<file path="config.mk">
export PLATFORM = sky130hd
export DESIGN_NAME = store_merge
export DESIGN_NICKNAME = d
export VERILOG_FILES = /design/src/rtl/dcache_pkg.sv /design/src/rtl/store_merge.sv
export VERILOG_INCLUDE_DIRS = /design/src /design/src/rtl
export SDC_FILE = /design/constraint.sdc
export NUM_CORES = 1
export LEC_CHECK = 0
export BUFFER_PORTS_ARGS = -buffer_cell sky130_fd_sc_hd__buf_2
export CORE_MARGIN = 5
export CORE_UTILIZATION = 25
export DETAILED_ROUTE_END_ITERATION = 8
export SYNTH_ARGS = -nofsm -noshare
export SYNTH_HDL_FRONTEND = slang
export SYNTH_SLANG_ARGS = --single-unit
</file>
<file path="constraint.sdc">
create_clock -name vclk -period 4.8
set_input_delay 0.48 -clock vclk [all_inputs]
set_output_delay 0.48 -clock vclk [all_outputs]
set_load 0.01 [all_outputs]
</file>
<file path="src/rtl/dcache_config.svh">
`ifndef DCACHE_CONFIG_SVH
`define DCACHE_CONFIG_SVH

// cpu side widths
`define DC_ADDR_W 32
`define DC_WORD_W 32

// cache geometry, two ways of DC_NSET lines each
`define DC_LINE_BYTES 16
`define DC_NSET 256

// evicted dirty lines waiting for memory
`define DC_WB_DEPTH 2

// galois lfsr for victim choice, taps for x^16 + x^14 + x^13 + x^11 + 1
`define DC_LFSR_W 16
`define DC_LFSR_SEED 16'hACE1
`define DC_LFSR_TAPS 16'hB400

`endif

</file>
<file path="src/rtl/dcache_pkg.sv">
`include "dcache_config.svh"

package dcache_pkg;

    // address split: tag | index | word offset | byte offset
    localparam int OFFSET_W = $clog2(`DC_LINE_BYTES);
    localparam int INDEX_W = $clog2(`DC_NSET);
    localparam int LINE_ADDR_W = `DC_ADDR_W - OFFSET_W;
    localparam int TAG_W = LINE_ADDR_W - INDEX_W;
    localparam int WORD_SEL_W = $clog2(`DC_LINE_BYTES * 8 / `DC_WORD_W);

    typedef logic [`DC_WORD_W-1:0] word_t;
    typedef logic [`DC_WORD_W/8-1:0] strb_t;
    typedef logic [`DC_LINE_BYTES*8-1:0] line_t;
    typedef logic [INDEX_W-1:0] index_t;
    typedef logic [TAG_W-1:0] tag_t;
    typedef logic [LINE_ADDR_W-1:0] line_addr_t;

    // one tag array entry, 22 bits
    typedef struct packed {
        logic dirty;
        logic valid;
        tag_t tag;
    } tag_entry_t;

    typedef enum logic [1:0] {
        IDLE,
        LOOKUP,
        REFILL_REQ,
        REFILL_WAIT
    } ctrl_state_e;

endpackage

</file>
<file path="src/rtl/store_merge.sv">
`timescale 1ns/1ps

module store_merge (
    input  dcache_pkg::line_t                       line_i,
    input  logic [dcache_pkg::WORD_SEL_W-1:0]       offset_i,
    input  dcache_pkg::strb_t                       strb_i,
    input  dcache_pkg::word_t                       wdata_i,
    output dcache_pkg::line_t                       line_o,
    output dcache_pkg::word_t                       word_o
);

    localparam int WORD_W = $bits(dcache_pkg::word_t);
    localparam int NBYTE = $bits(dcache_pkg::strb_t);

    // addressed word of the incoming line, used by loads
    assign word_o = line_i[offset_i*WORD_W +: WORD_W];

    // strobed bytes replace the addressed word, all else passes through
    always_comb begin
        line_o = line_i;
        for (int b = 0; b < NBYTE; b++) begin
            if (strb_i[b]) begin
                line_o[offset_i*WORD_W + b*8 +: 8] = wdata_i[b*8 +: 8];
            end
        end
    end

endmodule

</file>
==> impl_metrics.json <==
{
  "switching_share": 0.545,
  "avgRoutedWirePerCell_um": 22.6,
  "grt_pass1_wl_mm": 28.3,
  "critPathKind": "in2out",
  "ir_drop_mv": 0.0550,
  "grt_setup_unrepaired": "false",
  "fp.coreArea_um2": 14000,
  "setup_ws_ns": 1.30,
  "outcome": "finished, final reports clean",
  "port_buffers": 326,
  "ctsResizeCount": 0,
  "antenna_found_initial": 0,
  "grt_pass1_vias": 4952,
  "pwr-share-comb": 1.000,
  "path_delay_family": "simple AND/OR/NAND/NOR gates",
  "relSlewSlack": 0.195,
  "crit_path_end": "line_o[58]",
  "nets": 839,
  "critical-path-slowest-cell": "nor2b_4",
  "overflow": 0,
  "fin_setup_tns_ns": 0,
  "first_pass_iters": 5,
  "avgSynthCellArea_um2": 9.03,
  "cp.depth": 6,
  "seq_cell_count": 0,
  "register_area_um2": 0,
  "die_h_um": 130,
  "synth.top_cells.by_area": "a32o_1, mux4_1, a21bo_2, mux4_2, and4b_1",
  "place_congestion": 0.870,
  "nClkBuffers": 0,
  "yosys_warnings": 0,
  "min_path_type": "in2out",
  "drive_gt1_frac": 0.579,
  "cp-startpoint": "offset_i[0]",
  "dpl-instance-area_um2": 5160,
  "leakagePower_nw": 2.53,
  "cts_setup_buffers": 0,
  "fin_crit_ns": 3.50,
  "die_w_um": 130,
  "dr_total_vias": 5071,
  "syn_area_um2": 3580,
  "powerDensity_nw_per_um2": 102,
  "grt_max_degree": 52,
  "drtIter0Drc": 332,
  "final_common_cell": "buf_2",
  "cp_common_cell": "buf_4",
  "post-route-drc-count": 0,
  "tightest_slew_ns": 1.21,
  "clkPwrFrac": 0,
  "synth_top_area_frac": 0.176,
  "intPower_mw": 0.239,
  "hpwlAfterDp_mm": 14.4,
  "synth_cells": 397,
  "drv_cap": 0,
  "worstPathRequired_ns": 4.32,
  "ant_nets": 0,
  "crit_path_cell_trace": "buf_4, buf_4, ha_1, nor2b_4, o31ai_1, buf_2",
  "drv_slew": 0,
  "setup_viol": 0,
  "area_growth_pct": 44.0,
  "fmax_mhz": 286,
  "final_hold_viol_count": 0,
  "cp_slowest_stage_delay_ns": 1.00,
  "rows": 43,
  "syn_nets": 569,
  "dpl_worst_slack_ns": 1.28,
  "antenna_cells": 0,
  "synth_cell_types": 34,
  "grt_use_total": 0.205,
  "seqPwrFrac": 0,
  "layout_common_cells": "buf_2, a32o_1, inv_1",
  "cp-end-kind": "output pin",
  "p_switching_mw": 0.287,
  "ios": 326,
  "vias_per_cell": 6.00,
  "synth_top_cell_by_area": "a32o_1",
  "critPathMaxFanout": 48,
  "synth-seq-area-share": 0,
  "power_mw": 0.527,
  "initial_utilization": 0.256,
  "final_area_um2": 5160,
  "cp-start-kind": "primary input",
  "critical_path_buf_inv_count": 3,
  "routed_wl_mm": 19.1,
  "cts_hold_buffers": 0,
  "post-route-period-util": 0.730,
  "dieArea_um2": 16800,
  "arrival_ns": 3.02
}
[how the worst min path moves through the flow]
stage | from | to | cells after the start
floorplan | line_i[16] | line_o[16] | 2
global placement | line_i[32] | line_o[32] | 3
detailed placement | line_i[126] | line_o[126] | 3
CTS | line_i[106] | line_o[106] | 3
global route | line_i[125] | line_o[125] | 3
finish | line_i[106] | line_o[106] | 3
[cells in the mapped netlist]
cell / count
buf_4: 5
and2_1: 2
o32ai_1: 16
nand3_1: 25
buf_6: 6
mux4_1: 19
nand2b_1: 4
nand4b_1: 16
ha_1: 6
nand2_1: 10
or3b_1: 1
buf_1: 3
clkbuf_2: 2
and4bb_2: 1
mux4_2: 13
inv_1: 34
buf_8: 1
nor4bb_1: 2
a32o_1: 63
and2_0: 1
o2bb2ai_1: 16
clkbuf_1: 19
nor2b_1: 2
mux2_2: 1
and3b_1: 1
o31ai_1: 16
a21bo_2: 32
nand4_1: 8
and4b_1: 24
o41ai_2: 1
o41ai_1: 15
and4_1: 1
buf_2: 30
and2b_1: 1
[logic make-up (layout without fill, tap and decap cells)]
| kind of cell | after synthesis | after routing | share of synthesized area |
|---|---|---|---|
| AO/OA/AOI/OAI | 159 | 159 | 0.418 |
| adder cells (fa/ha/maj) | 6 | 6 | 0.0209 |
| buffers and inverters | 100 | 368 | 0.137 |
| multiplexers | 33 | 33 | 0.224 |
| AND/OR/NAND/NOR | 99 | 99 | 0.200 |
[stage by stage]
stage | std cells | util | hold WS (ns)
after floorplan | 397 | - | 1.08
after global placement | 845 | 0.369 | 1.27
after detailed placement | 845 | 0.369 | 1.27
after CTS | 845 | 0.369 | 1.27
after global routing | 845 | 0.369 | 1.29
final | 845 | 0.369 | 1.27
[cell type report]
type | instances | area (um2)
multi-input cells | 297 | 3110
repair buffers | 334 | 1700
inverters | 34 | 128
fillers | 1541 | 8830
well taps | 180 | 225
[power by group through the flow]
stage	Combinational [mW]	Clock (mW)	Sequential, mW
6_report	0.527	0	0
5_1_grt	0.568	0	0
4_1_cts	0.529	0	0
3_5_place_dp	0.527	0	0
3_3_place_gp	0.527	0	0
2_1_floorplan	0.291	0	0
[metal layers]
metal | track usage | vias to the layer above | share of wire
met1 | 0.263 | 2488 | 0.40
met2 | 0.379 | 291 | 0.50
li1 | - | 2274 | -
met4 | 0.0189 | 0 | 0.011
met5 | 0 | - | 0
met3 | 0.0278 | 18 | 0.087
No activity file was read; power rests on OpenSTA's default activity.
