`config.mk`:
```
export PLATFORM = sky130hd
export DESIGN_NAME = way_ram
export DESIGN_NICKNAME = d
export VERILOG_FILES = /design/src/rtl/way_ram.sv
export SDC_FILE = /design/constraint.sdc
export NUM_CORES = 1
export LEC_CHECK = 0
export BUFFER_PORTS_ARGS = -buffer_cell sky130_fd_sc_hd__buf_2
export CAP_MARGIN = 20
export CELL_PAD_IN_SITES_DETAIL_PLACEMENT = 0
export CELL_PAD_IN_SITES_GLOBAL_PLACEMENT = 1
export CORE_MARGIN = 3
export CORE_UTILIZATION = 57
export CTS_CLUSTER_DIAMETER = 120
export DETAILED_ROUTE_END_ITERATION = 8
export PLACE_DENSITY = 0.93
export SETUP_SLACK_MARGIN = 0.2
export SYNTH_ARGS = -nofsm -noshare
export SYNTH_HDL_FRONTEND = slang
export SYNTH_SLANG_ARGS = --single-unit
```
`constraint.sdc`:
```
create_clock -name clk -period 9.2 [get_ports clk]
set_input_delay 2.3 -clock clk [delete_from_list [all_inputs] [get_ports clk]]
set_output_delay 2.3 -clock clk [all_outputs]
set_load 0.1 [all_outputs]
```
`src/rtl/way_ram.sv`:
```
`timescale 1ns/1ps

module way_ram #(
    parameter type entry_t = logic,
    parameter int DEPTH = 256
) (
    input  logic                     clk,
    input  logic                     rst,
    input  logic [$clog2(DEPTH)-1:0] addr_i,
    input  logic                     we_i,
    input  entry_t                   wdata_i,
    output entry_t                   rdata_o,
    output logic                     busy_o
);

    localparam int AW = $clog2(DEPTH);

    entry_t mem [DEPTH];

    logic          sweeping;
    logic [AW-1:0] sweep_cnt;

    // clear sweep, one entry per cycle once reset is released
    always_ff @(posedge clk) begin
        if (rst) begin
            sweeping <= 1'b1;
            sweep_cnt <= '0;
        end else if (sweeping) begin
            sweep_cnt <= sweep_cnt + 1'b1;
            if (sweep_cnt == AW'(DEPTH - 1)) begin
                sweeping <= 1'b0;
            end
        end
    end

    always_ff @(posedge clk) begin
        if (sweeping && !rst) begin
            mem[sweep_cnt] <= '0;
        end else if (we_i) begin
            mem[addr_i] <= wdata_i;
        end
        rdata_o <= mem[addr_i];
    end

    assign busy_o = sweeping;

    // the controller must stay in IDLE until every array is cleared
    a_no_write_in_sweep: assert property (@(posedge clk) disable iff (rst)
        busy_o |-> !we_i);

endmodule

```
==> run summary <==
The run finished with clean final reports. The floorplan step set the die width to 151 µm. The type of origin of the critical path is an input port. Entering global routing, the biggest net connects 117 pins. The standard cell with the maximum stage delay on the critical path is sky130_fd_sc_hd__o21ai_0. Of the total power, the clock network draws 0.428. In the global route stage, overall resource usage came out at 0.245. The placed wire-length estimate is 16,100 µm.

The critical path goes through buf_2 > nand2b_4 > nand2_1 > o21ai_0 > nand3_1 > nor2_1. Setup repair after global routing left no endpoint under its margin. The share of post-route cells with drive strength above 1 came out at 0.118. TritonCTS built the clock tree. The post-synth design cell area is 11,900 µm².

The number of rows in the core area came out at 52. The clock period minus worst slack came out at 4.68 ns. The unique cell type count in the Yosys netlist came out at 48. The sequential element share of the synthesized area is 0.662. The sequential share of power is 0.516. The number of setup buffers added after CTS is 0. The maximum buffer depth of the clock tree came out at 3. The die boundary height is 151 µm. The count of buffers added on input and output ports is 13. The repair_antennas step left the layout with diodes totalling 0. The standard cell core area came out at 20,400 µm².

The post-synthesis sequential element count is 266. The number of cells upsized or downsized after cts is 0. In this run, synthesis inferred 256 flip-flops with an integrated enable. Summed over all failing endpoints, the final setup total negative slack is 0 ns.

At the pin with the least slew margin, the transition time is 0.973 ns. In this run the clock root is driven by a sky130_fd_sc_hd__clkbuf_16. The number of global-route vias before repair came out at 7,242. The average wire per cell in the routed design is 23.4 µm.

The depth of the CTS H-tree is 1. In this run the critical register-to-register path is launched from busy_o. The sequential cells in the finished layout cover a total of 7890 µm². The number of max-cap violations is 0. The multi-input logic area is 3700 µm².

Summing internal, switching and leakage power gives 0.00258 W. The net count of the mapped netlist came out at 905. For this configuration, the core starts out at a cell density of 0.585. The die covers 22,700 µm².

In this run the power spent charging and discharging nets is 0.000556 W. The data required time of the critical path is 9.42 ns. The share of total power in combinational logic is 0.057. The startpoint identified for the worst hold timing path is sweep_cnt[6].

Among all flip-flop cells after synthesis, the most frequent one is sky130_fd_sc_hd__edfxtp_1. The worst clock skew is 0.0132 ns. The worst min-delay path endpoint is sweep_cnt[6]. The number of standard cells after synthesis came out at 892.

The max-slew violation count is 0. Clock tree synthesis inserted a total of 27 buffers. The final count of hold timing violations is 0.

The pre-antenna-repair detailed-routing pass consisted of 5 iterations. The part of the cycle the worst path needs came out at 0.508. The placer congestion estimate came out at 0.882. The worst reg2reg path depth is 5. The endpoint identified for the worst register-to-register timing path is mem[143].

The delay contributed by the slowest stage of the critical path came out at 0.79 ns. Global routing finished with a remaining overflow of 0. The mean post-synth cell area is 13.4 µm².

The clock net sink count came out at 266. The clock-pin slew of the registers on the worst-case setup and hold paths is 0.06 ns. The initial antenna violation count came out at 0. The worst hold path was traced through 2 stages. Once detail routing completed, the nets flagged for antenna violations numbered 0. For this design the static power due to leakage is 4.02 nW.

Headroom to the max-slew limit came out at 0.351. The number of fill cells is 1,488. For this run, asynchronously set or reset flops after synthesis account for 0. The first global-routing pass estimated 41,500 µm of wire. The library cells used most frequently in the layout, excluding fill and tap cells, are sky130_fd_sc_hd__nor2_1 (273), sky130_fd_sc_hd__edfxtp_1 (256), sky130_fd_sc_hd__mux2i_1 (57). The worst-skew pair later-pin latency came out at 0.54 ns.

The arrival time at the worst endpoint came out at 4.90 ns. The average vias per placed instance is 6.33. The first routing iteration left 898 violations. The synthesis-to-finish area growth is 8.39%. Based on the critical path, the design can be clocked at up to 214 MHz. The placement-stage cell area came out at 12,000 µm². The switching share of power is 0.216. The total detailed-routing wirelength came out at 27,200 µm.

The worst setup path is captured at a flip-flop. Setup violations remaining at the end of the flow were counted as 0. The number of buffers inserted by hold repair at cts came out at 0. The total of warnings raised by yosys is 0.

The number of ports placed on the die boundary is 14. The number of nets in the layout is 886. The core utilization of the finished layout came out at 0.634.

The worst-case IR drop observed on VDD is 0.000221 V. The library cell used most frequently in the layout, excluding fill and tap cells, is sky130_fd_sc_hd__nor2_1. The post-route cell area is 12,900 µm². The total number of vias is 7,364. The type of the worst setup path is input port to flip-flop. The DRC violations left is 0. The power density of the placed cells came out at 199 nW/µm². The worst hold-check path type is flip-flop to flip-flop.

Cell internal power was estimated by the tool at 0.00202 W. The reg2reg setup slack is 6.11 ns. The largest fanout of any net on the critical path is 19.
cell usage after synthesis, types with 8 or more instances:
cell,n,share of area
sky130_fd_sc_hd__buf_2,38,0.016
sky130_fd_sc_hd__clkbuf_1,16,0.0050
sky130_fd_sc_hd__dfxtp_1,10,0.017
sky130_fd_sc_hd__edfxtp_1,256,0.64
sky130_fd_sc_hd__mux2i_1,57,0.048
sky130_fd_sc_hd__mux4_1,8,0.018
sky130_fd_sc_hd__mux4_2,33,0.062
sky130_fd_sc_hd__nand2_1,25,0.0079
sky130_fd_sc_hd__nand2b_1,10,0.0052
sky130_fd_sc_hd__nand3_1,14,0.0059
sky130_fd_sc_hd__nand3b_1,8,0.0050
sky130_fd_sc_hd__nor2_1,273,0.086
sky130_fd_sc_hd__o21ai_0,17,0.0071
sky130_fd_sc_hd__o22ai_1,23,0.012
sky130_fd_sc_hd__or2_2,10,0.0052
sky130_fd_sc_hd__or3_1,18,0.0094
area by class of cell:
class | instances | share of cell area
clock buffer | 32 | 0.0537
clock inverter | 17 | 0.0146
inverter | 3 | 0.000872
multi-input combinational | 558 | 0.286
sequential | 266 | 0.610
tap | 270 | 0.0261
timing repair buffer | 17 | 0.00775
how the worst max path moves through the flow:
stage              start        to  slack (ns)  depth (start not counted)
3_3_place_gp   addr_i[0]   rdata_o        4.15                          8
3_5_place_dp         rst  mem[143]        4.07                          6
5_1_grt              rst  mem[143]        4.38                          6
6_report             rst  mem[143]        4.52                          6
2_1_floorplan        rst    mem[0]        2.41                          3
4_1_cts        addr_i[0]   rdata_o        4.61                          8
flip-flops by register name (all words and copies together), names as in the netlist:
register,count
rdata_o,1
busy_o,1
sweep_cnt,8
mem,256
metal layers:
layer	track usage	up-vias	wire length [µm]
li1	-	3249	-
met1	0.340	3682	10800
met2	0.394	356	13100
met3	0.0406	77	2190
met4	0.0934	0	1050
met5	0	-	0
power groups by stage:
| stage | combinational [W] | clock [W] | sequential [W] |
|---|---|---|---|
| after floorplan | 0.0000991 | 0 | 0.00136 |
| after global placement | 0.000142 | 0 | 0.00135 |
| after detailed placement | 0.000144 | 0 | 0.00135 |
| after CTS | 0.000145 | 0.00110 | 0.00133 |
| after global routing | 0.000156 | 0.00115 | 0.00133 |
| final | 0.000146 | 0.00110 | 0.00133 |
kinds of logic after synthesis:
family | count (synthesis) | share of synthesized area
AO/OA/AOI/OAI | 72 | 0.0394
XOR/XNOR | 4 | 0.00294
adder cells (fa/ha/maj) | 1 | 0.00105
buffers and inverters | 68 | 0.0283
flip-flops | 266 | 0.662
multiplexers | 99 | 0.129
AND/OR/NAND/NOR | 382 | 0.138
through the flow:
stage	instances	hold WS [ns]	setup slack [ns]
2_1_floorplan	892	0.504	2.41
3_3_place_gp	1114	0.543	4.15
3_5_place_dp	1114	0.558	4.07
4_1_cts	1163	0.566	4.61
5_1_grt	1163	0.611	4.38
6_report	1163	0.568	4.52
critical path, delay by kind of cell:
family / cells / cell delay, ns
buffers and inverters: 1 / 0.19
and+or+nand+nor: 4 / 1.61
AOI/OAI and AO/OA: 1 / 0.79
Note: power is estimated with default switching activity, not from simulation.
