### config.mk
export PLATFORM = sky130hd
export DESIGN_NAME = writeback_buffer
export DESIGN_NICKNAME = d
export VERILOG_FILES = /design/src/rtl/dcache_pkg.sv /design/src/rtl/writeback_buffer.sv
export VERILOG_INCLUDE_DIRS = /design/src /design/src/rtl
export SDC_FILE = /design/constraint.sdc
export NUM_CORES = 1
export LEC_CHECK = 0
export BUFFER_PORTS_ARGS = -buffer_cell sky130_fd_sc_hd__clkbuf_2
export CAP_MARGIN = 10
export CORE_UTILIZATION = 50
export DETAILED_ROUTE_END_ITERATION = 6
export HOLD_SLACK_MARGIN = 0.05
export PLACE_DENSITY = 0.76
export REMOVE_ABC_BUFFERS = 1
export SKIP_CTS_REPAIR_TIMING = 1
export SLEW_MARGIN = 25
export SYNTH_ARGS = -nofsm -noshare
export SYNTH_HDL_FRONTEND = slang
export SYNTH_SLANG_ARGS = --single-unit
### constraint.sdc
create_clock -name clk -period 20.3 [get_ports clk]
set_input_delay 1.015 -clock clk [delete_from_list [all_inputs] [get_ports clk]]
set_output_delay 1.015 -clock clk [all_outputs]
set_load 0.1 [all_outputs]
### src/rtl/dcache_config.svh
`ifndef DCACHE_CONFIG_SVH
`define DCACHE_CONFIG_SVH

// cpu side widths
`define DC_ADDR_W 32
`define DC_WORD_W 32

// cache geometry, two ways of DC_NSET lines each
`define DC_LINE_BYTES 16
`define DC_NSET 256

// evicted dirty lines waiting for memory
`define DC_WB_DEPTH 2

// galois lfsr for victim choice, taps for x^16 + x^14 + x^13 + x^11 + 1
`define DC_LFSR_W 16
`define DC_LFSR_SEED 16'hACE1
`define DC_LFSR_TAPS 16'hB400

`endif

### src/rtl/dcache_pkg.sv
`include "dcache_config.svh"

package dcache_pkg;

    // address split: tag | index | word offset | byte offset
    localparam int OFFSET_W = $clog2(`DC_LINE_BYTES);
    localparam int INDEX_W = $clog2(`DC_NSET);
    localparam int LINE_ADDR_W = `DC_ADDR_W - OFFSET_W;
    localparam int TAG_W = LINE_ADDR_W - INDEX_W;
    localparam int WORD_SEL_W = $clog2(`DC_LINE_BYTES * 8 / `DC_WORD_W);

    typedef logic [`DC_WORD_W-1:0] word_t;
    typedef logic [`DC_WORD_W/8-1:0] strb_t;
    typedef logic [`DC_LINE_BYTES*8-1:0] line_t;
    typedef logic [INDEX_W-1:0] index_t;
    typedef logic [TAG_W-1:0] tag_t;
    typedef logic [LINE_ADDR_W-1:0] line_addr_t;

    // one tag array entry, 22 bits
    typedef struct packed {
        logic dirty;
        logic valid;
        tag_t tag;
    } tag_entry_t;

    typedef enum logic [1:0] {
        IDLE,
        LOOKUP,
        REFILL_REQ,
        REFILL_WAIT
    } ctrl_state_e;

endpackage

### src/rtl/writeback_buffer.sv
`timescale 1ns/1ps

module writeback_buffer #(
    parameter int DEPTH = 2
) (
    input  logic                   clk,
    input  logic                   rst,
    input  logic                   push_i,
    input  dcache_pkg::line_addr_t push_addr_i,
    input  dcache_pkg::line_t      push_line_i,
    input  logic                   pop_i,
    input  dcache_pkg::line_addr_t lookup_addr_i,
    output logic                   valid_o,
    output logic                   full_o,
    output logic                   match_o,
    output dcache_pkg::line_addr_t head_addr_o,
    output dcache_pkg::line_t      head_line_o
);

    // DEPTH is a power of two so the pointers wrap on their own
    localparam int PTR_W = $clog2(DEPTH);

    dcache_pkg::line_addr_t addr_q [DEPTH];
    dcache_pkg::line_t      line_q [DEPTH];

    logic [DEPTH-1:0] used_q;
    logic [PTR_W-1:0] wr_ptr;
    logic [PTR_W-1:0] rd_ptr;
    logic [DEPTH-1:0] hit_vec;

    always_ff @(posedge clk) begin
        if (rst) begin
            used_q <= '0;
            wr_ptr <= '0;
            rd_ptr <= '0;
        end else begin
            if (push_i) begin
                used_q[wr_ptr] <= 1'b1;
                wr_ptr <= wr_ptr + 1'b1;
            end
            // push and pop never hit the same slot, the buffer is neither full nor empty then
            if (pop_i) begin
                used_q[rd_ptr] <= 1'b0;
                rd_ptr <= rd_ptr + 1'b1;
            end
        end
    end

    always_ff @(posedge clk) begin
        if (push_i) begin
            addr_q[wr_ptr] <= push_addr_i;
            line_q[wr_ptr] <= push_line_i;
        end
    end

    // every live entry is checked against the line about to be fetched
    always_comb begin
        for (int i = 0; i < DEPTH; i++) begin
            hit_vec[i] = used_q[i] && (addr_q[i] == lookup_addr_i);
        end
    end

    assign match_o = |hit_vec;
    assign valid_o = |used_q;
    assign full_o = &used_q;
    assign head_addr_o = addr_q[rd_ptr];
    assign head_line_o = line_q[rd_ptr];

    a_no_pop_empty: assert property (@(posedge clk) disable iff (rst)
        pop_i |-> valid_o);

endmodule

==> run metrics <==
Die W between 150 and 200 um; DR iter-0 viols around 370; clock tree from TritonCTS built; register area between 9000 and 10000 um^2; sequential fraction of the synthesis area 78.6%; Slew headroom 37.2%; CP Launch Type register; CTS root buffer clkbuf_16; vias in the first global route 6650; Inserted Clock Buffers 34; die height 157 um; GPL Wtd Cong 0.823; flops & latches, synth 317; Reg clk slew, reported paths 0.05 ns; max incr delay on CP 0.73 ns; Antenna diodes 0; Crit Path Category reg -> out; final hold violation count 0; Switching Share 32.4%; initial antenna violation count 2; number of vias per cell approximately 5.0; gr usage total roughly a fifth; Clock Path Buffers 3; Worst VDD drop ~0.091 mV; Core Box Area 23500 um^2; worst reg2reg setup slack 17.95 ns; RSZ-0062 raised after global routing false; Initial Utilization 51.2%; HP Class reg -> reg; worst hold stages 2; Pleak a little under 6 nW; Warnings, synthesis 0; syn avg cell area 20.5 um^2; R2R Path End line_q[0][106]; clk_skew 0.0119 ns; DP HPWL 17000 um; H-tree levels 2; Max Cap Viol 0; internal power 0.00118 W; share of cells above drive strength 1 56.6%; Hold EP used_q[0]; worst skew pair latency 0.49 ns; RR Startpoint wr_ptr; Post-DRT Antenna Nets 0; setup tns final 0 ns; Pwr Density about 120 nW/um^2; Slew @ Worst Pin 0.940 ns; post-synthesis instance total 587; Yosys cell types 25; period utilization 20.2%; Crit. End Element output port; Avg WL per Cell around 19 um; first-pass GRT wire length 34900 um; WP buf/inv 3; NumNets Final 1145; 1st-pass router iterations 4; largest net degree at the start of global routing 83; routed via count about 6500; die footprint ~25000 um^2; reg2reg path depth 2; Post-Layout Cell Count between 1000 and 1500; Area growth, synth to finish 26.0%; GR Overflow Total 0; max-slew violations 0; Post-Place Cells 1240; FP Rows 56; clock share of power 32.6%; io pins between 300 and 400; Post-Route WL roughly 24000 um; combinational power share a little under a quarter; DRC viols 0; CTS sink count 317; CP top delay family buffers and inverters; Psw 0.000568 W; Synth Cell Area 12100 um^2; crit path cell chain buf_12 -> buf_6 -> mux2_2 -> clkbuf_2; Port-buffer cells between 300 and 400; CP required 19.29 ns; area of the multi-input gates 2460 um^2; Data arrival, critical path 3.09 ns; Slowest-stage cell, CP dfxtp_4; crit path max fanout 82; endpoints failing setup 0; fin crit period 4.10 ns; hold_sp rd_ptr; filler cell count 1715; status completed; Seq pwr share between 40% and 50%; Peak Freq 244 MHz
cells in the final DEF (no fill, tap or decap), drive strengths merged, types with 2 or more instances in the layout:
cell,instances
a21oi,2
and2,2
buf,6
clkbuf,389
clkinv,13
dfxtp,5
edfxtp,312
inv,4
mux2,154
nand2,2
nand4,8
nor2,5
nor2b,2
nor3,2
nor4,7
o21ai,2
o22ai,2
xnor2,27
xor2,28
power groups by stage:
stage	combinational, W	clock (W)	sequential [W]
2_1_floorplan	0.000328	0	0.000802
3_3_place_gp	0.000398	0	0.000794
3_5_place_dp	0.000403	0	0.000793
4_1_cts	0.000404	0.000585	0.000780
5_1_grt	0.000415	0.000608	0.000783
6_report	0.000402	0.000571	0.000779
flip-flops by register name, indices dropped and copies added, names as in the netlist, named ones only:
signal and flops:
rd_ptr 1, addr_q 56, line_q 256, used_q 2, wr_ptr 1
routing by layer:
| layer | up-vias | share of wire [%] | global-route usage [%] |
|---|---|---|---|
| met5 | - | 0.13 | 0 |
| met4 | 4 | 2.4 | 6.93 |
| met3 | 50 | 11 | 7.24 |
| met2 | 282 | 51 | 33.7 |
| met1 | 3147 | 36 | 20.7 |
| li1 | 3050 | - | - |
cells by family (layout without fill, tap and decap cells):
family | after synthesis | in the layout | synth area share (%)
flip-flops | 317 | 317 | 78.6
XOR/XNOR | 55 | 55 | 4.00
AND/OR/NAND/NOR | 31 | 31 | 1.45
AO/OA/AOI/OAI | 9 | 9 | 0.457
buffers and inverters | 21 | 414 | 1.15
multiplexers | 154 | 154 | 14.4
synthesized netlist by cell type:
| master | instances | area [um^2] |
|---|---|---|
| edfxtp_1 | 312 | 9370 |
| xnor2_1 | 27 | 236 |
| nor4_1 | 7 | 43.8 |
| buf_6 | 2 | 22.5 |
| a21oi_1 | 2 | 10.0 |
| mux2_2 | 154 | 1730 |
| nand3_1 | 1 | 5.00 |
| or2_2 | 1 | 6.26 |
| o21ai_0 | 2 | 10.0 |
| nor3_1 | 2 | 10.0 |
| dfxtp_1 | 5 | 100 |
| buf_2 | 6 | 30.0 |
| o21bai_1 | 1 | 7.51 |
| xor2_1 | 28 | 245 |
| nand2_1 | 2 | 7.51 |
| inv_1 | 3 | 11.3 |
| nand4_1 | 8 | 50.1 |
| nor2b_1 | 2 | 12.5 |
| a22oi_1 | 1 | 7.51 |
| buf_4 | 10 | 75.1 |
| o22ai_1 | 2 | 12.5 |
| o21a_1 | 1 | 7.51 |
| and4_1 | 1 | 8.76 |
| and2_1 | 2 | 12.5 |
| nor2_1 | 5 | 18.8 |
worst register-to-register path: cells and delay by family, from the launching register on:
family / cells / cell delay (ns)
buffers and inverters: 1 / 0.82
flip-flops: 1 / 0.35
AND/OR/NAND/NOR: 1 / 0.75
cell type report:
class / count / area share (%)
Clock buffer: 43 / 6.25
Clock inverter: 16 / 0.667
Inverter: 3 / 0.0742
Multi-Input combinational cell: 249 / 16.2
Sequential cell: 317 / 62.4
Tap cell: 319 / 2.63
Timing Repair Buffer: 352 / 11.8
how the worst max path moves through the flow:
stage / depth (start not counted) / slack (ns) / to / from
6_report: 4 / 16.20 / head_addr_o[18] / register
5_1_grt: 4 / 16.08 / head_line_o[69] / register
4_1_cts: 4 / 15.97 / head_addr_o[18] / register
3_5_place_dp: 4 / 16.52 / head_addr_o[18] / register
3_3_place_gp: 3 / 16.34 / head_line_o[124] / register
2_1_floorplan: 1 / 11.82 / addr_q[0][0] / push_i
stage by stage:
| stage | total power (W) | cell area, um^2 | worst slack [ns] | util [%] | hold slack (ns) |
|---|---|---|---|---|---|
| finish | 0.00175 | 15200 | 16.20 | 64.5 | 0.534 |
| CTS | 0.00177 | 15200 | 15.97 | 64.5 | 0.536 |
| floorplan | 0.00113 | 11900 | 11.82 | - | 0.468 |
| detailed placement | 0.00120 | 14100 | 16.52 | 60.0 | 0.528 |
| global placement | 0.00119 | 14100 | 16.34 | 59.9 | 0.513 |
| global route | 0.00180 | 15200 | 16.08 | 64.5 | 0.581 |
No activity file was read; power rests on OpenSTA's default activity.
