<file path="src/rtl/dcache_config.svh">
`ifndef DCACHE_CONFIG_SVH
`define DCACHE_CONFIG_SVH

// cpu side widths
`define DC_ADDR_W 32
`define DC_WORD_W 32

// cache geometry, two ways of DC_NSET lines each
`define DC_LINE_BYTES 16
`define DC_NSET 256

// evicted dirty lines waiting for memory
`define DC_WB_DEPTH 2

// galois lfsr for victim choice, taps for x^16 + x^14 + x^13 + x^11 + 1
`define DC_LFSR_W 16
`define DC_LFSR_SEED 16'hACE1
`define DC_LFSR_TAPS 16'hB400

`endif

</file>
<file path="src/rtl/dcache_pkg.sv">
`include "dcache_config.svh"

package dcache_pkg;

    // address split: tag | index | word offset | byte offset
    localparam int OFFSET_W = $clog2(`DC_LINE_BYTES);
    localparam int INDEX_W = $clog2(`DC_NSET);
    localparam int LINE_ADDR_W = `DC_ADDR_W - OFFSET_W;
    localparam int TAG_W = LINE_ADDR_W - INDEX_W;
    localparam int WORD_SEL_W = $clog2(`DC_LINE_BYTES * 8 / `DC_WORD_W);

    typedef logic [`DC_WORD_W-1:0] word_t;
    typedef logic [`DC_WORD_W/8-1:0] strb_t;
    typedef logic [`DC_LINE_BYTES*8-1:0] line_t;
    typedef logic [INDEX_W-1:0] index_t;
    typedef logic [TAG_W-1:0] tag_t;
    typedef logic [LINE_ADDR_W-1:0] line_addr_t;

    // one tag array entry, 22 bits
    typedef struct packed {
        logic dirty;
        logic valid;
        tag_t tag;
    } tag_entry_t;

    typedef enum logic [1:0] {
        IDLE,
        LOOKUP,
        REFILL_REQ,
        REFILL_WAIT
    } ctrl_state_e;

endpackage

</file>
<file path="src/rtl/dcache_ctrl.sv">
`timescale 1ns/1ps
`include "dcache_config.svh"

module dcache_ctrl (
    input  logic                                    clk,
    input  logic                                    rst,
    input  logic                                    busy_i,
    // cpu request
    input  logic                                    req_valid_i,
    input  logic [`DC_ADDR_W-1:0]                   req_addr_i,
    input  dcache_pkg::strb_t                       req_wstrb_i,
    input  dcache_pkg::word_t                       req_wdata_i,
    output logic                                    data_ok_o,
    output dcache_pkg::word_t                       rdata_o,
    // memory port
    input  logic                                    mem_ready_i,
    input  logic                                    mem_rvalid_i,
    input  dcache_pkg::line_t                       mem_rdata_i,
    output logic                                    mem_req_o,
    output logic                                    mem_we_o,
    output dcache_pkg::line_addr_t                  mem_addr_o,
    output dcache_pkg::line_t                       mem_wdata_o,
    // tag and data arrays
    input  dcache_pkg::tag_entry_t [1:0]            tag_rdata_i,
    input  dcache_pkg::line_t [1:0]                 line_rdata_i,
    output dcache_pkg::index_t                      ram_addr_o,
    output logic [1:0]                              tag_we_o,
    output logic [1:0]                              line_we_o,
    output dcache_pkg::tag_entry_t                  tag_wdata_o,
    output dcache_pkg::line_t                       line_wdata_o,
    // store merge unit
    input  dcache_pkg::line_t                       merged_line_i,
    input  dcache_pkg::word_t                       sel_word_i,
    output dcache_pkg::line_t                       merge_line_o,
    output logic [dcache_pkg::WORD_SEL_W-1:0]       merge_offset_o,
    output dcache_pkg::strb_t                       merge_strb_o,
    output dcache_pkg::word_t                       merge_wdata_o,
    // write-back buffer
    input  logic                                    wb_full_i,
    input  logic                                    wb_valid_i,
    input  logic                                    wb_match_i,
    input  dcache_pkg::line_addr_t                  wb_head_addr_i,
    input  dcache_pkg::line_t                       wb_head_line_i,
    output logic                                    wb_push_o,
    output dcache_pkg::line_addr_t                  wb_push_addr_o,
    output dcache_pkg::line_t                       wb_push_line_o,
    output dcache_pkg::line_addr_t                  wb_lookup_addr_o,
    output logic                                    wb_pop_o
);

    localparam int OFS_W = dcache_pkg::OFFSET_W;
    localparam int IDX_W = dcache_pkg::INDEX_W;
    localparam int SEL_W = dcache_pkg::WORD_SEL_W;

    dcache_pkg::ctrl_state_e state_q, state_d;

    logic [`DC_LFSR_W-1:0]  lfsr_q;
    logic [`DC_ADDR_W-1:0]  req_addr_q;
    dcache_pkg::strb_t      req_wstrb_q;
    dcache_pkg::word_t      req_wdata_q;
    logic                   victim_way_q;
    dcache_pkg::tag_entry_t victim_entry_q;
    dcache_pkg::line_t      victim_line_q;

    dcache_pkg::line_addr_t req_line;
    dcache_pkg::index_t     req_index;
    dcache_pkg::tag_t       req_tag;
    logic                   is_store;
    logic [1:0]             hit_vec;
    logic                   hit;
    logic                   hit_way;
    logic                   refill_blocked;
    logic                   drain;

    assign req_line = req_addr_q[`DC_ADDR_W-1:OFS_W];
    assign req_index = req_line[IDX_W-1:0];
    assign req_tag = req_line[$bits(dcache_pkg::line_addr_t)-1:IDX_W];
    assign is_store = |req_wstrb_q;

    // tag compare on the array outputs of the LOOKUP cycle
    always_comb begin
        for (int w = 0; w < 2; w++) begin
            hit_vec[w] = tag_rdata_i[w].valid && (tag_rdata_i[w].tag == req_tag);
        end
    end
    assign hit = |hit_vec;
    assign hit_way = hit_vec[1];

    // the refill waits until no older copy of the line sits in the buffer
    assign refill_blocked = wb_full_i || wb_match_i;

    assign merge_offset_o = req_addr_q[OFS_W-1 -: SEL_W];
    assign merge_strb_o = req_wstrb_q;
    assign merge_wdata_o = req_wdata_q;
    assign rdata_o = sel_word_i;
    assign mem_wdata_o = wb_head_line_i;
    assign wb_lookup_addr_o = req_line;
    assign wb_push_addr_o = {victim_entry_q.tag, req_index};
    assign wb_push_line_o = victim_line_q;
    // a zero strobe leaves the line untouched, so loads write back the plain line
    assign line_wdata_o = merged_line_i;

    always_comb begin
        state_d = state_q;
        ram_addr_o = req_index;
        tag_we_o = '0;
        line_we_o = '0;
        tag_wdata_o = '{dirty: is_store, valid: 1'b1, tag: req_tag};
        merge_line_o = line_rdata_i[hit_way];
        wb_push_o = 1'b0;
        wb_pop_o = 1'b0;
        mem_req_o = 1'b0;
        mem_we_o = 1'b0;
        mem_addr_o = wb_head_addr_i;
        data_ok_o = 1'b0;
        drain = 1'b0;
        case (state_q)
            dcache_pkg::IDLE: begin
                drain = 1'b1;
                if (req_valid_i && !busy_i) begin
                    ram_addr_o = req_addr_i[OFS_W +: IDX_W];
                    state_d = dcache_pkg::LOOKUP;
                end
            end
            dcache_pkg::LOOKUP: begin
                drain = 1'b1;
                if (hit) begin
                    data_ok_o = 1'b1;
                    tag_we_o[hit_way] = is_store;
                    line_we_o[hit_way] = is_store;
                    state_d = dcache_pkg::IDLE;
                end else begin
                    state_d = dcache_pkg::REFILL_REQ;
                end
            end
            dcache_pkg::REFILL_REQ: begin
                if (refill_blocked) begin
                    drain = 1'b1;
                end else begin
                    mem_req_o = 1'b1;
                    mem_addr_o = req_line;
                    if (mem_ready_i) begin
                        state_d = dcache_pkg::REFILL_WAIT;
                    end
                end
            end
            dcache_pkg::REFILL_WAIT: begin
                merge_line_o = mem_rdata_i;
                if (mem_rvalid_i) begin
                    tag_we_o[victim_way_q] = 1'b1;
                    line_we_o[victim_way_q] = 1'b1;
                    wb_push_o = victim_entry_q.valid && victim_entry_q.dirty;
                    data_ok_o = 1'b1;
                    state_d = dcache_pkg::IDLE;
                end
            end
            default: begin
                state_d = dcache_pkg::IDLE;
            end
        endcase
        // buffer head goes out whenever the port is free for it
        if (drain && wb_valid_i) begin
            mem_req_o = 1'b1;
            mem_we_o = 1'b1;
            wb_pop_o = mem_ready_i;
        end
    end

    always_ff @(posedge clk) begin
        if (rst) begin
            state_q <= dcache_pkg::IDLE;
            lfsr_q <= `DC_LFSR_SEED;
        end else begin
            state_q <= state_d;
            lfsr_q <= lfsr_q[0] ? ((lfsr_q >> 1) ^ `DC_LFSR_TAPS) : (lfsr_q >> 1);
        end
    end

    always_ff @(posedge clk) begin
        if (state_q == dcache_pkg::IDLE && state_d == dcache_pkg::LOOKUP) begin
            req_addr_q <= req_addr_i;
            req_wstrb_q <= req_wstrb_i;
            req_wdata_q <= req_wdata_i;
        end
        // victim is picked by one lfsr bit and kept until the refill returns
        if (state_q == dcache_pkg::LOOKUP && !hit) begin
            victim_way_q <= lfsr_q[0];
            victim_entry_q <= tag_rdata_i[lfsr_q[0]];
            victim_line_q <= line_rdata_i[lfsr_q[0]];
        end
    end

    a_no_push_full: assert property (@(posedge clk) disable iff (rst)
        wb_push_o |-> !wb_full_i);

    // one read outstanding, the port stays quiet until the line arrives
    a_quiet_refill_wait: assert property (@(posedge clk) disable iff (rst)
        (mem_req_o && mem_ready_i && !mem_we_o) |=> (!mem_req_o until_with mem_rvalid_i));

endmodule

</file>
<file path="config.mk">
export PLATFORM = sky130hd
export DESIGN_NAME = dcache_ctrl
export DESIGN_NICKNAME = d
export VERILOG_FILES = /design/src/rtl/dcache_pkg.sv /design/src/rtl/dcache_ctrl.sv
export VERILOG_INCLUDE_DIRS = /design/src /design/src/rtl
export SDC_FILE = /design/constraint.sdc
export NUM_CORES = 1
export LEC_CHECK = 0
export BUFFER_PORTS_ARGS = -buffer_cell sky130_fd_sc_hd__clkbuf_2
export CORE_AREA = 2 2 598 600
export DETAILED_ROUTE_END_ITERATION = 8
export DIE_AREA = 0 0 600 602
export PLACE_DENSITY = 0.31
export REMOVE_ABC_BUFFERS = 1
export SLEW_MARGIN = 20
export SYNTH_ARGS = -nofsm -noshare
export SYNTH_HDL_FRONTEND = slang
export SYNTH_SLANG_ARGS = --single-unit
</file>
<file path="constraint.sdc">
create_clock -name clk -period 18.55 [get_ports clk]
set_clock_uncertainty 0.2 [all_clocks]
set_input_delay 2.7825 -clock clk [delete_from_list [all_inputs] [get_ports clk]]
set_output_delay 2.7825 -clock clk [all_outputs]
set_load 0.02 [all_outputs]
</file>
==> summary.txt <==
initial cell density of the core = 4.38%
Num Clock Sinks = 235
Primary FF master, synth = edfxtp_1
H-Tree Depth = 2
Worst Hold Class = reg -> reg
post-synthesis sequential area ratio = 44.2%
Finished Cell Area = 24800 µm²
HPWL Detailed = 261000 µm
post-synth top area cell = edfxtp_1
Buffers on Ports = 946
Avg Cell Area, Syn = 10.3 µm²
Slew @ Worst Pin = 1140 ps
share of cells above drive strength 1 = 59.1%
switching part of the total power = 35.0%
CP required = 15570 ps
Final Cycle Share = 51.2%
Avg WL per Cell = 42.5 µm
status = complete, no violations
core area = 355000 µm²
largest net degree at the start of global routing = 103
Pwr Total = 1.78 mW
max_cap viols = 0
Setup crit end kind = output pin
Final Hold Viols = 0
worst vdd ir = 0.0000653 V
clock latency on the worst-skew pair = 710 ps
dpl cell area = 23500 µm²
Die Area = 361000 µm²
aggregate global-route resource usage = 15.6%
total power per unit cell area = 71.5 nW/µm²
Pint = 1.15 mW
cts bufs inserted = 39
Slew Limit Headroom = 24.0%
Die X = 600 µm
Setup Total Neg Slack = 0 ps
post-CTS resize count = 0
pins over their slew limit = 0
Min Hold Slack = 208 ps
I/O pins = 1526
CTS Buffer Depth = 3
first-pass GRT wire length = 324000 µm
Setup-failing EPs final = 0
Comb power frac = 21.2%
Nets = 2893
P&R area growth vs syn = 59.7%
initial antenna violation count = 27
1st-iter DRT viols = 2057
synth cell count leaders = 341 x buf_4, 265 x nand2_1, 217 x edfxtp_1
Post-CTS Setup Inserts = 0
CP Max Fanout = 61
post-route minimum period = 9490 ps
RSZ-0062 raised after global routing = no
setup slack after layout = 9060 ps
Residual DRC = 0
synthesis-stage register bit count = 235
clk slew on worst S/H paths = 50 ps
Cells after Synth = 1504
Psw = 0.622 mW
vias post-DR = 17200
Sequential Power Share = 35.5%
Crit Path Class = in -> out
P_leak = 8.63 nW
Hold Buf Count CTS = 0
Final GP Congestion = 0.984
pre-CTS WS = 8500 ps
EDFF count, synth = 217
Clock Root Buffer = clkbuf_16
CTS tree = done
Worst EP arrival = 6510 ps
Yosys Warn Count = 0
CP Launch Type = input pin
num rows = 219
global-route congestion overflow total = 0
Unique masters post-synth = 38
most area-consuming cells after synthesis = edfxtp_1 42%, buf_4 16%, mux2_2 13%, nand2_1 6.4%, o211ai_1 6.2%
Cell Count, Final, Fillers Out = 6865
routed wire length = 292000 µm
Synth top area share = 41.9%
power share of the clock group = 43.3%
antenna-violating nets left = 0
drt pass-1 iters = 5
FFs w/ async S/R, synth = 0%
vias per inst = 2.51
vias in the first global route = 15700
fmax = 105 MHz
# placed instances = 6781
Cell Area, Synth = 15600 µm²
most frequent cell after synthesis = buf_4
Final Util = 7.00%
Die Ht = 602 µm
layout make-up:
class	count	area [µm²]
multi-input combinational	818	5710
clock buffer	44	995
clock inverter	26	272
sequential	235	6880
tap	4751	5940
inverter	1	3.75
fill	41700	330000
antenna	13	32.5
timing repair buffer	977	5000
layout by cell type (no fill, tap or decap), drive strengths merged, types with 4 or more instances in the layout:
master  Yosys  routed
nor2        4       4
o211ai    128     128
diode       0      13
nor2b       8       8
xor2       17      17
nor4        9       9
dfxtp      18      18
inv         1       8
clkbuf     75     990
xnor2      26      26
clkinv      0      15
nand2     265     265
or2         7       7
edfxtp    217     217
buf       375      31
mux2      186     186
nand3       5       5
nand4     136     136
routing by layer:
layer / global-route usage (%) / vias up / part of all wire, %
met1: 11.9 / 8367 / 27
li1: - / 6258 / -
met5: 11.6 / - / 2.1
met3: 23.5 / 221 / 32
met4: 2.90 / 36 / 2.0
met2: 20.2 / 2321 / 37
final timing paths:
| kind | cells after the start | slack (ps) | from | end |
|---|---|---|---|---|
| worst min-delay path | 1 | 210 | lfsr_q[6] | lfsr_q[5] |
| worst max-delay path | 9 | 9060 | tag_rdata_i[39] | merge_line_o[68] |
| worst max register to register | 8 | 13890 | req_addr_q[19] | wb_push_line_o[77] |
| worst min register to register | 1 | 210 | lfsr_q[6] | lfsr_q[5] |
logic make-up (layout without fill, tap and decap cells):
group | Yosys count | count (layout) | synth area share [%]
flops | 235 | 235 | 44.2
compound gates | 135 | 135 | 6.50
buf+inv | 451 | 1048 | 19.4
other cells | 1 | 14 | 0.0241
simple gates | 452 | 452 | 13.9
mux | 187 | 187 | 13.5
xor+xnor | 43 | 43 | 2.42
flip-flops by register name, indices dropped and copies added (netlist names), 2 cells and up:
signal	count
wb_push_line_o	128
merge_wdata_o	32
req_addr_q	30
wb_push_addr_o	20
lfsr_q	16
merge_strb_o	4
state_q	2
victim_entry_q	2
worst max-delay path, stage by stage:
cell and delay [ps]:
clkbuf_2 110, xnor2_1 200, buf_4 210, nand4_1 160, nor4_4 600, and2_4 650
buf_4 820, o211ai_1 490, clkbuf_2 380
power by group through the flow:
stage          registers, mW  logic, mW  clock network, mW
2_1_floorplan          0.670      0.113                  0
3_3_place_gp           0.642      0.397                  0
3_5_place_dp           0.642      0.396                  0
4_1_cts                0.631      0.398              0.822
5_1_grt                0.632      0.407              0.829
6_report               0.629      0.377              0.769
Note: power is estimated with default switching activity, not from simulation.
